`src/common/exStage_defs.svh`:
```
/*
 * EX1 stage constants
 * widths, register ids, memory op codes, ixt sub-op codes and trap codes
 */
`ifndef EX_STAGE_DEFS_SVH
`define EX_STAGE_DEFS_SVH

// datapath and address widths
`define EX_XLEN          64
`define EX_VALEN         48
`define EX_REGID_W       6

// register ids
`define EX_GR_ZZR        6'h3F
`define EX_GR_LR         6'h2E
`define EX_CR_PC         6'h00

// memory op codes and status
`define EX_OPM_READY     5'h00
`define EX_OPM_TRAP      5'h1F
`define EX_MEMOK_HOLD    2'b10

// OP_IXT sub-ops
`define EX_IXT_NOP       6'h00
`define EX_IXT_CLRT      6'h04
`define EX_IXT_SETT      6'h05
`define EX_IXT_CLRS      6'h06
`define EX_IXT_SETS      6'h07
`define EX_IXT_NOTT      6'h08
`define EX_IXT_NOTS      6'h09
`define EX_IXT_RTE       6'h0C
`define EX_IXT_TRAPA     6'h0E
`define EX_IXT_SYSE      6'h0F

// OP_IXS sub-ops
`define EX_IXS_NOP       6'h00
`define EX_IXS_MOVT      6'h01
`define EX_IXS_MOVNT     6'h02
`define EX_IXS_TRAPB     6'h04

// trap codes
`define EX_TRAP_RTE      16'hFF00
`define EX_TRAP_TRAPA_HI 12'hC08
`define EX_TRAP_SYSE_HI  4'hE

`endif

```
`src/common/exPkg.sv`:
```
/*
 * EX1 stage package
 * micro-op encodings and the packed bundles passed between the stage units
 */
`default_nettype none
`include "exStage_defs.svh"

package exPkg;

	// decoded micro-op command
	typedef enum logic [5:0] {
		NOP    = 6'h00,
		INVOP  = 6'h01,
		LEA    = 6'h02,
		MOV_RM = 6'h03,
		MOV_MR = 6'h04,
		ALU3   = 6'h05,
		MOV_CR = 6'h06,
		MOV_IR = 6'h07,
		BRA    = 6'h08,
		BRA_NB = 6'h09,
		BSR    = 6'h0A,
		JMP    = 6'h0B,
		JSR    = 6'h0C,
		OP_IXS = 6'h0D,
		OP_IXT = 6'h0E
	} exUCmd_e;

	// predication against SR.T
	typedef enum logic [1:0] {
		AL = 2'b00,
		NV = 2'b01,
		CT = 2'b10,
		CF = 2'b11
	} exCc_e;

	typedef struct packed {
		exCc_e      cc;
		exUCmd_e    cmd;
		logic [7:0] ixt;
	} exOp_t;

	// register ids and values read by decode
	typedef struct packed {
		logic [`EX_REGID_W-1:0] rsId;
		logic [`EX_REGID_W-1:0] rtId;
		logic [`EX_REGID_W-1:0] rmId;
		logic [`EX_XLEN-1:0]    rsVal;
		logic [`EX_XLEN-1:0]    rtVal;
		logic [`EX_XLEN-1:0]    rmVal;
		logic [`EX_XLEN-1:0]    crmVal;
	} exSrc_t;

	// architectural context
	typedef struct packed {
		logic [`EX_XLEN-1:0] pc;
		logic [`EX_XLEN-1:0] sr;
		logic [`EX_XLEN-1:0] dlr;
		logic [`EX_XLEN-1:0] lr;
	} exCtx_t;

	typedef struct packed {
		logic                doBra;
		logic [`EX_XLEN-1:0] target;
	} exBranch_t;

	typedef struct packed {
		logic [`EX_VALEN-1:0] addr;
		logic [4:0]           opm;
		logic [`EX_XLEN-1:0]  data;
		logic [`EX_XLEN-1:0]  dataB;
	} exMemReq_t;

	typedef struct packed {
		logic [`EX_REGID_W-1:0] id;
		logic [`EX_XLEN-1:0]    value;
	} exWb_t;

	typedef struct packed {
		logic regHeld;
		logic exHold;
	} exStall_t;

endpackage

`default_nettype wire

```
`src/hdl/exOpGate.sv`:
```
/*
 * EX1 op gate
 * condition-code predication and branch flush, yields the effective command
 */
`timescale 1ns/1ps
`default_nettype none
`include "exStage_defs.svh"

module exOpGate (
	input  exPkg::exOp_t     op,
	input  wire              srT,
	input  wire              braFlush,
	output exPkg::exUCmd_e   cmd
);
	import exPkg::*;

	logic opEnable;

	always_comb begin
		case (op.cc)
			AL: opEnable = 1'b1;
			NV: opEnable = 1'b0;
			CT: opEnable = srT;
			CF: opEnable = !srT;
			default: opEnable = 1'b0;
		endcase
		// flush kills everything
		if (braFlush)
			opEnable = 1'b0;
	end

	// a skipped BRA still has to undo a taken prediction
	always_comb begin
		if (opEnable)
			cmd = op.cmd;
		else if ((op.cmd == BRA) && !braFlush)
			cmd = BRA_NB;
		else
			cmd = NOP;
	end

endmodule

`default_nettype wire

```
`src/hdl/exAgu.sv`:
```
/*
 * EX1 address generator
 * scaled base plus index, upper bits from the PC unless the address-mode flag is set
 */
`timescale 1ns/1ps
`default_nettype none
`include "exStage_defs.svh"

module exAgu (
	input  wire                        clock,
	input  wire                        rstN,
	input  wire [`EX_VALEN-1:0]        base,
	input  wire [`EX_VALEN-1:0]        index,
	input  wire [7:0]                  ixt,
	input  wire                        srJq,
	input  wire [`EX_VALEN-33:0]       pcHi,
	output logic [`EX_VALEN-1:0]       addr
);

	// registered copy of SR bit 31
	logic aguJq;
	logic [`EX_VALEN-1:0] scaledIndex;
	logic [`EX_VALEN-1:0] sum;

	always_ff @(posedge clock or negedge rstN) begin
		if (!rstN)
			aguJq <= 1'b0;
		else
			aguJq <= srJq;
	end

	// scale 1/2/4/8 from ixt[5:4]
	assign scaledIndex = index << ixt[5:4];
	assign sum = base + scaledIndex;

	always_comb begin
		addr = sum;
		// 32-bit mode keeps the current segment of the PC
		if (!aguJq)
			addr[`EX_VALEN-1:32] = pcHi;
	end

	aguJqResetLow: assert property (@(posedge clock) !rstN |-> (aguJq == 1'b0))
		else $error("address-mode flag set while in reset");

endmodule

`default_nettype wire

```
`src/hdl/branch/exBranchUnit.sv`:
```
/*
 * EX1 branch unit
 * branch targets, taken decision against the fetch prediction, link register update
 */
`timescale 1ns/1ps
`default_nettype none
`include "exStage_defs.svh"

module exBranchUnit (
	input  wire                         clock,
	input  exPkg::exUCmd_e              cmd,
	input  wire [`EX_XLEN-1:0]          pc,
	input  wire [`EX_XLEN-1:0]          rsVal,
	input  wire [`EX_REGID_W-1:0]       rsId,
	input  wire [`EX_XLEN-1:0]          disp,
	input  wire [1:0]                   preBra,
	input  wire [`EX_XLEN-1:0]          lr,
	output exPkg::exBranch_t            branch,
	output logic [`EX_XLEN-1:0]         lrOut
);
	import exPkg::*;

	logic [`EX_VALEN-1:0] braLo;
	logic [`EX_XLEN-1:0] braTarget;
	logic [`EX_XLEN-1:0] jmpTarget;

	// pc-relative, displacement counts 16-bit units
	assign braLo = pc[`EX_VALEN-1:0] + {disp[`EX_VALEN-2:0], 1'b0};
	assign braTarget = {pc[`EX_XLEN-1:`EX_VALEN], braLo};

	// register jump
	always_comb begin
		jmpTarget = {pc[`EX_XLEN-1:`EX_VALEN], rsVal[`EX_VALEN-1:0]};
		// a saved LR carries its own upper bits
		if (rsId == `EX_GR_LR)
			jmpTarget[`EX_XLEN-1:`EX_VALEN] = rsVal[`EX_XLEN-1:`EX_VALEN];
	end

	always_comb begin
		branch.doBra = 1'b0;
		branch.target = pc;
		lrOut = lr;
		case (cmd)
			BRA: begin
				branch.doBra = (preBra != 2'b01);
				branch.target = braTarget;
			end
			// fetch guessed taken, go back to the fall-through pc
			BRA_NB: begin
				branch.doBra = (preBra != 2'b00);
				branch.target = pc;
			end
			BSR: begin
				branch.doBra = (preBra != 2'b01);
				branch.target = braTarget;
				lrOut = pc;
			end
			JMP: begin
				branch.doBra = (preBra != 2'b01);
				branch.target = jmpTarget;
			end
			// call through register, never predicted
			JSR: begin
				branch.doBra = 1'b1;
				branch.target = jmpTarget;
				lrOut = pc;
			end
			default: begin
			end
		endcase
	end

	// pc and register targets must stay on 16-bit boundaries
	braTargetEven: assert property (@(posedge clock) branch.doBra |-> !branch.target[0])
		else $error("taken branch to odd address %h", branch.target);

endmodule

`default_nettype wire

```
`src/hdl/exSysOps.sv`:
```
/*
 * EX1 system ops
 * status register flag ops, T-bit moves and trap code generation
 */
`timescale 1ns/1ps
`default_nettype none
`include "exStage_defs.svh"

module exSysOps (
	input  exPkg::exUCmd_e              cmd,
	input  wire [7:0]                   ixt,
	input  wire [`EX_XLEN-1:0]          sr,
	input  wire [`EX_REGID_W-1:0]       rmId,
	input  wire [`EX_XLEN-1:0]          dlr,
	output logic [`EX_XLEN-1:0]         srOut,
	output logic [15:0]                 trapExc,
	output logic [`EX_XLEN-1:0]         tVal,
	output logic                        tValid,
	output logic                        unknownIxt
);
	import exPkg::*;

	always_comb begin
		srOut = sr;
		trapExc = 16'h0000;
		tVal = {{(`EX_XLEN-1){1'b0}}, sr[0]};
		tValid = 1'b0;
		unknownIxt = 1'b0;
		if (cmd == OP_IXT) begin
			case (ixt[5:0])
				`EX_IXT_NOP: begin
				end
				// T is bit 0, S is bit 1
				`EX_IXT_CLRT: srOut[0] = 1'b0;
				`EX_IXT_SETT: srOut[0] = 1'b1;
				`EX_IXT_NOTT: srOut[0] = !sr[0];
				`EX_IXT_CLRS: srOut[1] = 1'b0;
				`EX_IXT_SETS: srOut[1] = 1'b1;
				`EX_IXT_NOTS: srOut[1] = !sr[1];
				`EX_IXT_RTE: trapExc = `EX_TRAP_RTE;
				// vector number from the low bits of the Rm field
				`EX_IXT_TRAPA: trapExc = {`EX_TRAP_TRAPA_HI, rmId[3:0]};
				// syscall number passed in DLR
				`EX_IXT_SYSE: trapExc = {`EX_TRAP_SYSE_HI, dlr[11:0]};
				default: unknownIxt = 1'b1;
			endcase
		end else if (cmd == OP_IXS) begin
			case (ixt[5:0])
				`EX_IXS_NOP: begin
				end
				`EX_IXS_MOVT: tValid = 1'b1;
				`EX_IXS_MOVNT: begin
					tVal = {{(`EX_XLEN-1){1'b0}}, !sr[0]};
					tValid = 1'b1;
				end
				// handled by the memory issue unit
				`EX_IXS_TRAPB: begin
				end
				default: unknownIxt = 1'b1;
			endcase
		end
	end

endmodule

`default_nettype wire

```
`src/hdl/exMemIssue.sv`:
```
/*
 * EX1 memory issue
 * encodes the load/store request and raises a hold while memory is busy
 */
`timescale 1ns/1ps
`default_nettype none
`include "exStage_defs.svh"

module exMemIssue (
	input  wire                         clock,
	input  exPkg::exUCmd_e              cmd,
	input  wire [7:0]                   ixt,
	input  wire [`EX_VALEN-1:0]         addr,
	input  wire [`EX_XLEN-1:0]          rmVal,
	input  wire [`EX_XLEN-1:0]          rtVal,
	input  wire [1:0]                   memOk,
	output exPkg::exMemReq_t            memReq,
	output logic                        memHold,
	output logic                        isLoad
);
	import exPkg::*;

	always_comb begin
		memReq.addr = addr;
		memReq.opm = `EX_OPM_READY;
		// store data from Rm, second word from Rt
		memReq.data = rmVal;
		memReq.dataB = rtVal;
		isLoad = 1'b0;
		case (cmd)
			// ixt[2] sign/unsigned, ixt[5:4] size
			MOV_RM: memReq.opm = {2'b10, ixt[2], ixt[5:4]};
			MOV_MR: begin
				memReq.opm = {2'b01, ixt[2], ixt[5:4]};
				isLoad = 1'b1;
			end
			OP_IXS: begin
				if (ixt[5:0] == `EX_IXS_TRAPB)
					memReq.opm = `EX_OPM_TRAP;
			end
			default: begin
			end
		endcase
	end

	// request repeats until memory leaves HOLD
	assign memHold = (memReq.opm != `EX_OPM_READY) && (memOk == `EX_MEMOK_HOLD);

	readyNoHold: assert property (@(posedge clock)
		(memReq.opm == `EX_OPM_READY) |-> !memHold)
		else $error("hold raised with no live request");

endmodule

`default_nettype wire

```
`src/hdl/exResultMux.sv`:
```
/*
 * EX1 result selector
 * GPR and control writeback, held destination, stall and flush squash
 */
`timescale 1ns/1ps
`default_nettype none
`include "exStage_defs.svh"

module exResultMux (
	input  exPkg::exUCmd_e              cmd,
	input  wire [7:0]                   ixt,
	input  exPkg::exSrc_t               src,
	input  wire [`EX_VALEN-1:0]         addr,
	input  wire [`EX_XLEN-1:0]          tVal,
	input  wire                         tValid,
	input  exPkg::exBranch_t            branch,
	input  wire                         memHold,
	input  wire                         isLoad,
	input  wire                         unknownIxt,
	input  wire                         braFlush,
	output exPkg::exWb_t                rn1,
	output exPkg::exWb_t                cn1,
	output logic [`EX_REGID_W-1:0]      heldId,
	output exPkg::exStall_t             stall
);
	import exPkg::*;

	always_comb begin
		rn1.id = `EX_GR_ZZR;
		rn1.value = '0;
		cn1.id = `EX_GR_ZZR;
		cn1.value = '0;
		case (cmd)
			LEA: begin
				rn1.id = src.rmId;
				rn1.value = {{(`EX_XLEN-`EX_VALEN){1'b0}}, addr};
			end
			MOV_CR: begin
				rn1.id = src.rmId;
				rn1.value = src.crmVal;
			end
			// immediate in Rt, shift-in forms append to Rs
			MOV_IR: begin
				rn1.id = src.rmId;
				case (ixt[3:0])
					4'h1: rn1.value = {src.rsVal[55:0], src.rtVal[7:0]};
					4'h2: rn1.value = {src.rsVal[47:0], src.rtVal[15:0]};
					4'h3: rn1.value = {src.rsVal[31:0], src.rtVal[31:0]};
					default: rn1.value = src.rtVal;
				endcase
			end
			default: begin
			end
		endcase
		// MOVT / MOVNT
		if (tValid) begin
			rn1.id = src.rmId;
			rn1.value = tVal;
		end
		// redirect goes out through the PC slot
		if (branch.doBra) begin
			cn1.id = `EX_CR_PC;
			cn1.value = branch.target;
		end
		if (braFlush) begin
			rn1.id = `EX_GR_ZZR;
			cn1.id = `EX_GR_ZZR;
		end
	end

	// result arrives in a later stage
	assign stall.regHeld = isLoad || (cmd == ALU3);
	assign heldId = stall.regHeld ? src.rmId : `EX_GR_ZZR;

	assign stall.exHold = (cmd == INVOP) || unknownIxt || memHold;

endmodule

`default_nettype wire

```
`src/hdl/exStage1.sv`:
```
/*
 * EX1 stage top
 * predicates the micro-op and ties the AGU, branch, system and memory units to writeback
 */
`timescale 1ns/1ps
`default_nettype none
`include "exStage_defs.svh"

module exStage1 (
	input  wire                           clock,
	input  wire                           rstN,
	input  exPkg::exOp_t                  op,
	input  exPkg::exSrc_t                 src,
	input  exPkg::exCtx_t                 ctx,
	input  wire                           braFlush,
	input  wire [1:0]                     preBra,
	input  wire [1:0]                     memOk,
	output exPkg::exWb_t                  rn1,
	output exPkg::exWb_t                  cn1,
	output logic [`EX_REGID_W-1:0]        heldId,
	output logic [`EX_XLEN-1:0]           srOut,
	output logic [`EX_XLEN-1:0]           lrOut,
	output logic [15:0]                   trapExc,
	output exPkg::exMemReq_t              memReq,
	output exPkg::exStall_t               stall
);
	import exPkg::*;

	// effective command after predication
	exUCmd_e cmd;
	logic [`EX_VALEN-1:0] addr;
	exBranch_t branch;
	logic [`EX_XLEN-1:0] tVal;
	logic tValid;
	logic unknownIxt;
	logic memHold;
	logic isLoad;

	exOpGate exOpGate_inst (
		.op(op), .srT(ctx.sr[0]), .braFlush(braFlush), .cmd(cmd)
	);

	// flag tracks SR bit 31 one cycle late
	exAgu exAgu_inst (
		.clock(clock), .rstN(rstN),
		.base(src.rsVal[`EX_VALEN-1:0]), .index(src.rtVal[`EX_VALEN-1:0]),
		.ixt(op.ixt), .srJq(ctx.sr[31]), .pcHi(ctx.pc[`EX_VALEN-1:32]),
		.addr(addr)
	);

	// displacement arrives in Rt
	exBranchUnit exBranchUnit_inst (
		.clock(clock), .cmd(cmd), .pc(ctx.pc), .rsVal(src.rsVal), .rsId(src.rsId),
		.disp(src.rtVal), .preBra(preBra), .lr(ctx.lr),
		.branch(branch), .lrOut(lrOut)
	);

	exSysOps exSysOps_inst (
		.cmd(cmd), .ixt(op.ixt), .sr(ctx.sr), .rmId(src.rmId), .dlr(ctx.dlr),
		.srOut(srOut), .trapExc(trapExc), .tVal(tVal), .tValid(tValid),
		.unknownIxt(unknownIxt)
	);

	exMemIssue exMemIssue_inst (
		.clock(clock), .cmd(cmd), .ixt(op.ixt), .addr(addr),
		.rmVal(src.rmVal), .rtVal(src.rtVal), .memOk(memOk),
		.memReq(memReq), .memHold(memHold), .isLoad(isLoad)
	);

	exResultMux exResultMux_inst (
		.cmd(cmd), .ixt(op.ixt), .src(src), .addr(addr),
		.tVal(tVal), .tValid(tValid), .branch(branch),
		.memHold(memHold), .isLoad(isLoad), .unknownIxt(unknownIxt),
		.braFlush(braFlush),
		.rn1(rn1), .cn1(cn1), .heldId(heldId), .stall(stall)
	);

endmodule

`default_nettype wire

```
`config.mk`:
```
export PLATFORM = sky130hd
export DESIGN_NAME = exStage1
export DESIGN_NICKNAME = d
export VERILOG_FILES = /design/src/common/exPkg.sv /design/src/hdl/exOpGate.sv /design/src/hdl/exAgu.sv /design/src/hdl/branch/exBranchUnit.sv /design/src/hdl/exSysOps.sv /design/src/hdl/exMemIssue.sv /design/src/hdl/exResultMux.sv /design/src/hdl/exStage1.sv
export VERILOG_INCLUDE_DIRS = /design/src /design/src/common
export SDC_FILE = /design/constraint.sdc
export NUM_CORES = 1
export LEC_CHECK = 0
export BUFFER_PORTS_ARGS = -buffer_cell sky130_fd_sc_hd__buf_2
export CORE_AREA = 2 2 395 397
export DETAILED_ROUTE_END_ITERATION = 7
export DIE_AREA = 0 0 397 399
export PLACE_DENSITY_LB_ADDON = 0.2
export SLEW_MARGIN = 20
export SYNTH_ARGS = -nofsm -noshare
export SYNTH_HDL_FRONTEND = slang
export SYNTH_HIERARCHICAL = 1
export SYNTH_SLANG_ARGS = --single-unit
```
`constraint.sdc`:
```
create_clock -name clock -period 11.8 [get_ports clock]
set_input_delay 1.18 -clock clock [delete_from_list [all_inputs] [get_ports clock]]
set_output_delay 1.18 -clock clock [all_outputs]
set_load 0.01 [all_outputs]
```
==> key figures <==
Status
  – Status: completed

Cells and area
  – Regs by FF count: exAgu_inst/aguJq x1
  – Largest Register: exAgu_inst/aguJq
  – FF/Latch Area: 25.0 µm²
  – Commonest non-fill, non-tap cell in the layout: buf_2
  – Multi-input gate area: 12900 µm²
  – Fillcell total: 17970
  – Share of cells above drive strength 1: 39.8%
  – Most frequent cells in the layout: buf_2 (712), nand2_1 (136), o21ai_0 (135), a21oi_1 (129), nor2_1 (100)
  – Nets: 3125
  – Area grow syn2layout: 23.6%
  – Max reg flops: 1

Yosys
  – Post-synthesis adder-cell area fraction: 7.71%
  – Simple-Gate Fraction of Synth Area: 18.8%
  – Sequential share of the synthesized area: 0.159%
  – Mux contribution to synthesized area: 17.6%
  – Post-synthesis cell area: 15700 µm²
  – Compound-cell area share of the yosys netlist: 31.3%
  – Synth Instances: 2126
  – Largest family of logic cells by synthesized area: compound AO/OA/AOI/OAI gates
  – Most used flip-flop cell after synthesis: dfrtp_1
  – Fraction of registers with async set/reset: 100%
  – Syn_area_per_cell: 7.41 µm²
  – Warnings from Yosys: 6
  – Synth Area in XOR/XNOR: 4.73%
  – Unique masters post-synth: 114
  – Yosys reg bits: 1
  – Number of synthesized flops with an enable pin: 0

STA
  – Setup violations, final: 0
  – Slew headroom: 32.5%
  – Hold Fails Final Rpt: 0
  – WHS: 0.957 ns
  – Tmin final: 7.28 ns
  – Worst Tran Pin Value: 1.01 ns
  – Maximum clock rate: 137 MHz
  – RSZ-0062 raised after global routing: false
  – Fin crit share: 61.7%
  – TNS Setup: 0 ns
  – Pins Over Slew Limit: 0

Floorplanning
  – Core box area: 154000 µm²
  – Die Width: 397 µm
  – Total die area: 158000 µm²
  – I/O Pins: 1026
  – Initial Util: 10.2%
  – Die H: 399 µm
  – Rows: 144

Global route
  – Total global-route track usage: 15.9%
  – Initial antenna violation count: 61
  – GRT Residual Overflow: 0
  – Largest net degree at the start of global routing: 78
  – Vias in the first global route: 17703
  – First-pass GRT wire length: 171000 µm

Run
  – Max-cap violations: 0

Worst setup path
  – CP required: 10.62 ns
  – CP max FO: 50
  – Critical Path End Type: primary output
  – Kind of critical path: in -> out
  – CP startpoint kind: input port
  – WP data arrival: 6.10 ns

Placement
  – Gpl congestion: 0.822
  – Dpl hpwl: 114000 µm
  – PortBufs: 715

Drt
  – DRT Wirelength: 134000 µm
  – Met3 wire length: 9500 µm
  – Drt first pass iters: 5
  – WL met2: 63000 µm
  – Per-cell routed wire length: 29.5 µm
  – Routed length on met1: 58400 µm
  – Vias after detailed routing: 18309
  – Highest routed layer: met5
  – DRT iter0 DRCs: 1305
  – Post-route ant nets: 0
  – DR vias/cell: 4.04
  – Drt drc: 0

Clock network
  – CTS clk-pin slew, worst paths: 0 ns
  – Post-CTS setup buffer count: 0
  – CTS resizes: 0
  – CTS Hold Bufs: 0

Worst hold path
  – Hold Crit Class: in -> async
## per-layer routing
metal	vias up	global-route usage (%)
li1	8316	-
met4	12	2.91
met2	767	26.8
met5	-	0
met1	9055	20.9
met3	159	3.49
## synth_stat cells (all sizes together) (36+ instances only)
cell	number	area, µm²
xnor2	52	455
nand2	138	521
buf	368	2640
nor2	105	399
o21ai	173	952
mux2i	69	691
ha	93	1160
a31oi	42	284
nor3	36	225
a22oi	77	578
inv	39	146
a21o	64	482
nor2b	48	308
mux2	96	1080
and2	71	445
mux4	44	991
clkbuf	86	327
a21oi	137	719
## kinds of logic after synthesis
kind of cell,after synthesis
compound gates,695
simple gates,546
mux,209
flops,1
xor+xnor,85
other cells,1
buf+inv,493
fa+ha+maj,96
## cell type report
class                           count  share of cell area, %
Tap cell                         2044                   13.1
Multi-Input combinational cell   1694                   66.3
Sequential cell                     1                  0.129
Timing Repair Buffer              741                   19.4
Inverter                           39                  0.752
Antenna cell                       18                  0.231
## final timing paths
check / cells past startpoint / endpoint / slack [ns] / start
worst min-delay path: 1 / exAgu_inst/aguJq / 0.96 / rstN
min in group clock: 1 / exAgu_inst/aguJq / 1.30 / ctx[159]
max in group asynchronous: 1 / exAgu_inst/aguJq / 10.76 / rstN
worst max-delay path: 16 / rn1[45] / 4.52 / op[4]
## critical path, stage by stage
cell,delay (ns)
buf_4,0.13
buf_4,0.68
mux4_2,0.62
ha_1,0.45
nand4_1,0.23
nor2_1,0.15
nand4b_1,0.36
a21oi_4,0.47
a31oi_4,0.23
o21ai_1,0.25
xnor2_1,0.10
mux2_2,0.27
mux2i_1,0.35
a2bb2oi_1,0.18
o21ai_0,0.10
buf_2,0.23
## through the flow
step	setup WS, ns	cell area, µm²	instances	utilization (%)
2_1_floorplan	5.32	16000	2188	-
3_3_place_gp	4.43	19400	4519	12.6
3_5_place_dp	4.44	19400	4519	12.6
4_1_cts	4.43	19400	4519	12.6
5_1_grt	4.21	19400	4520	12.6
6_report	4.52	19500	4537	12.7
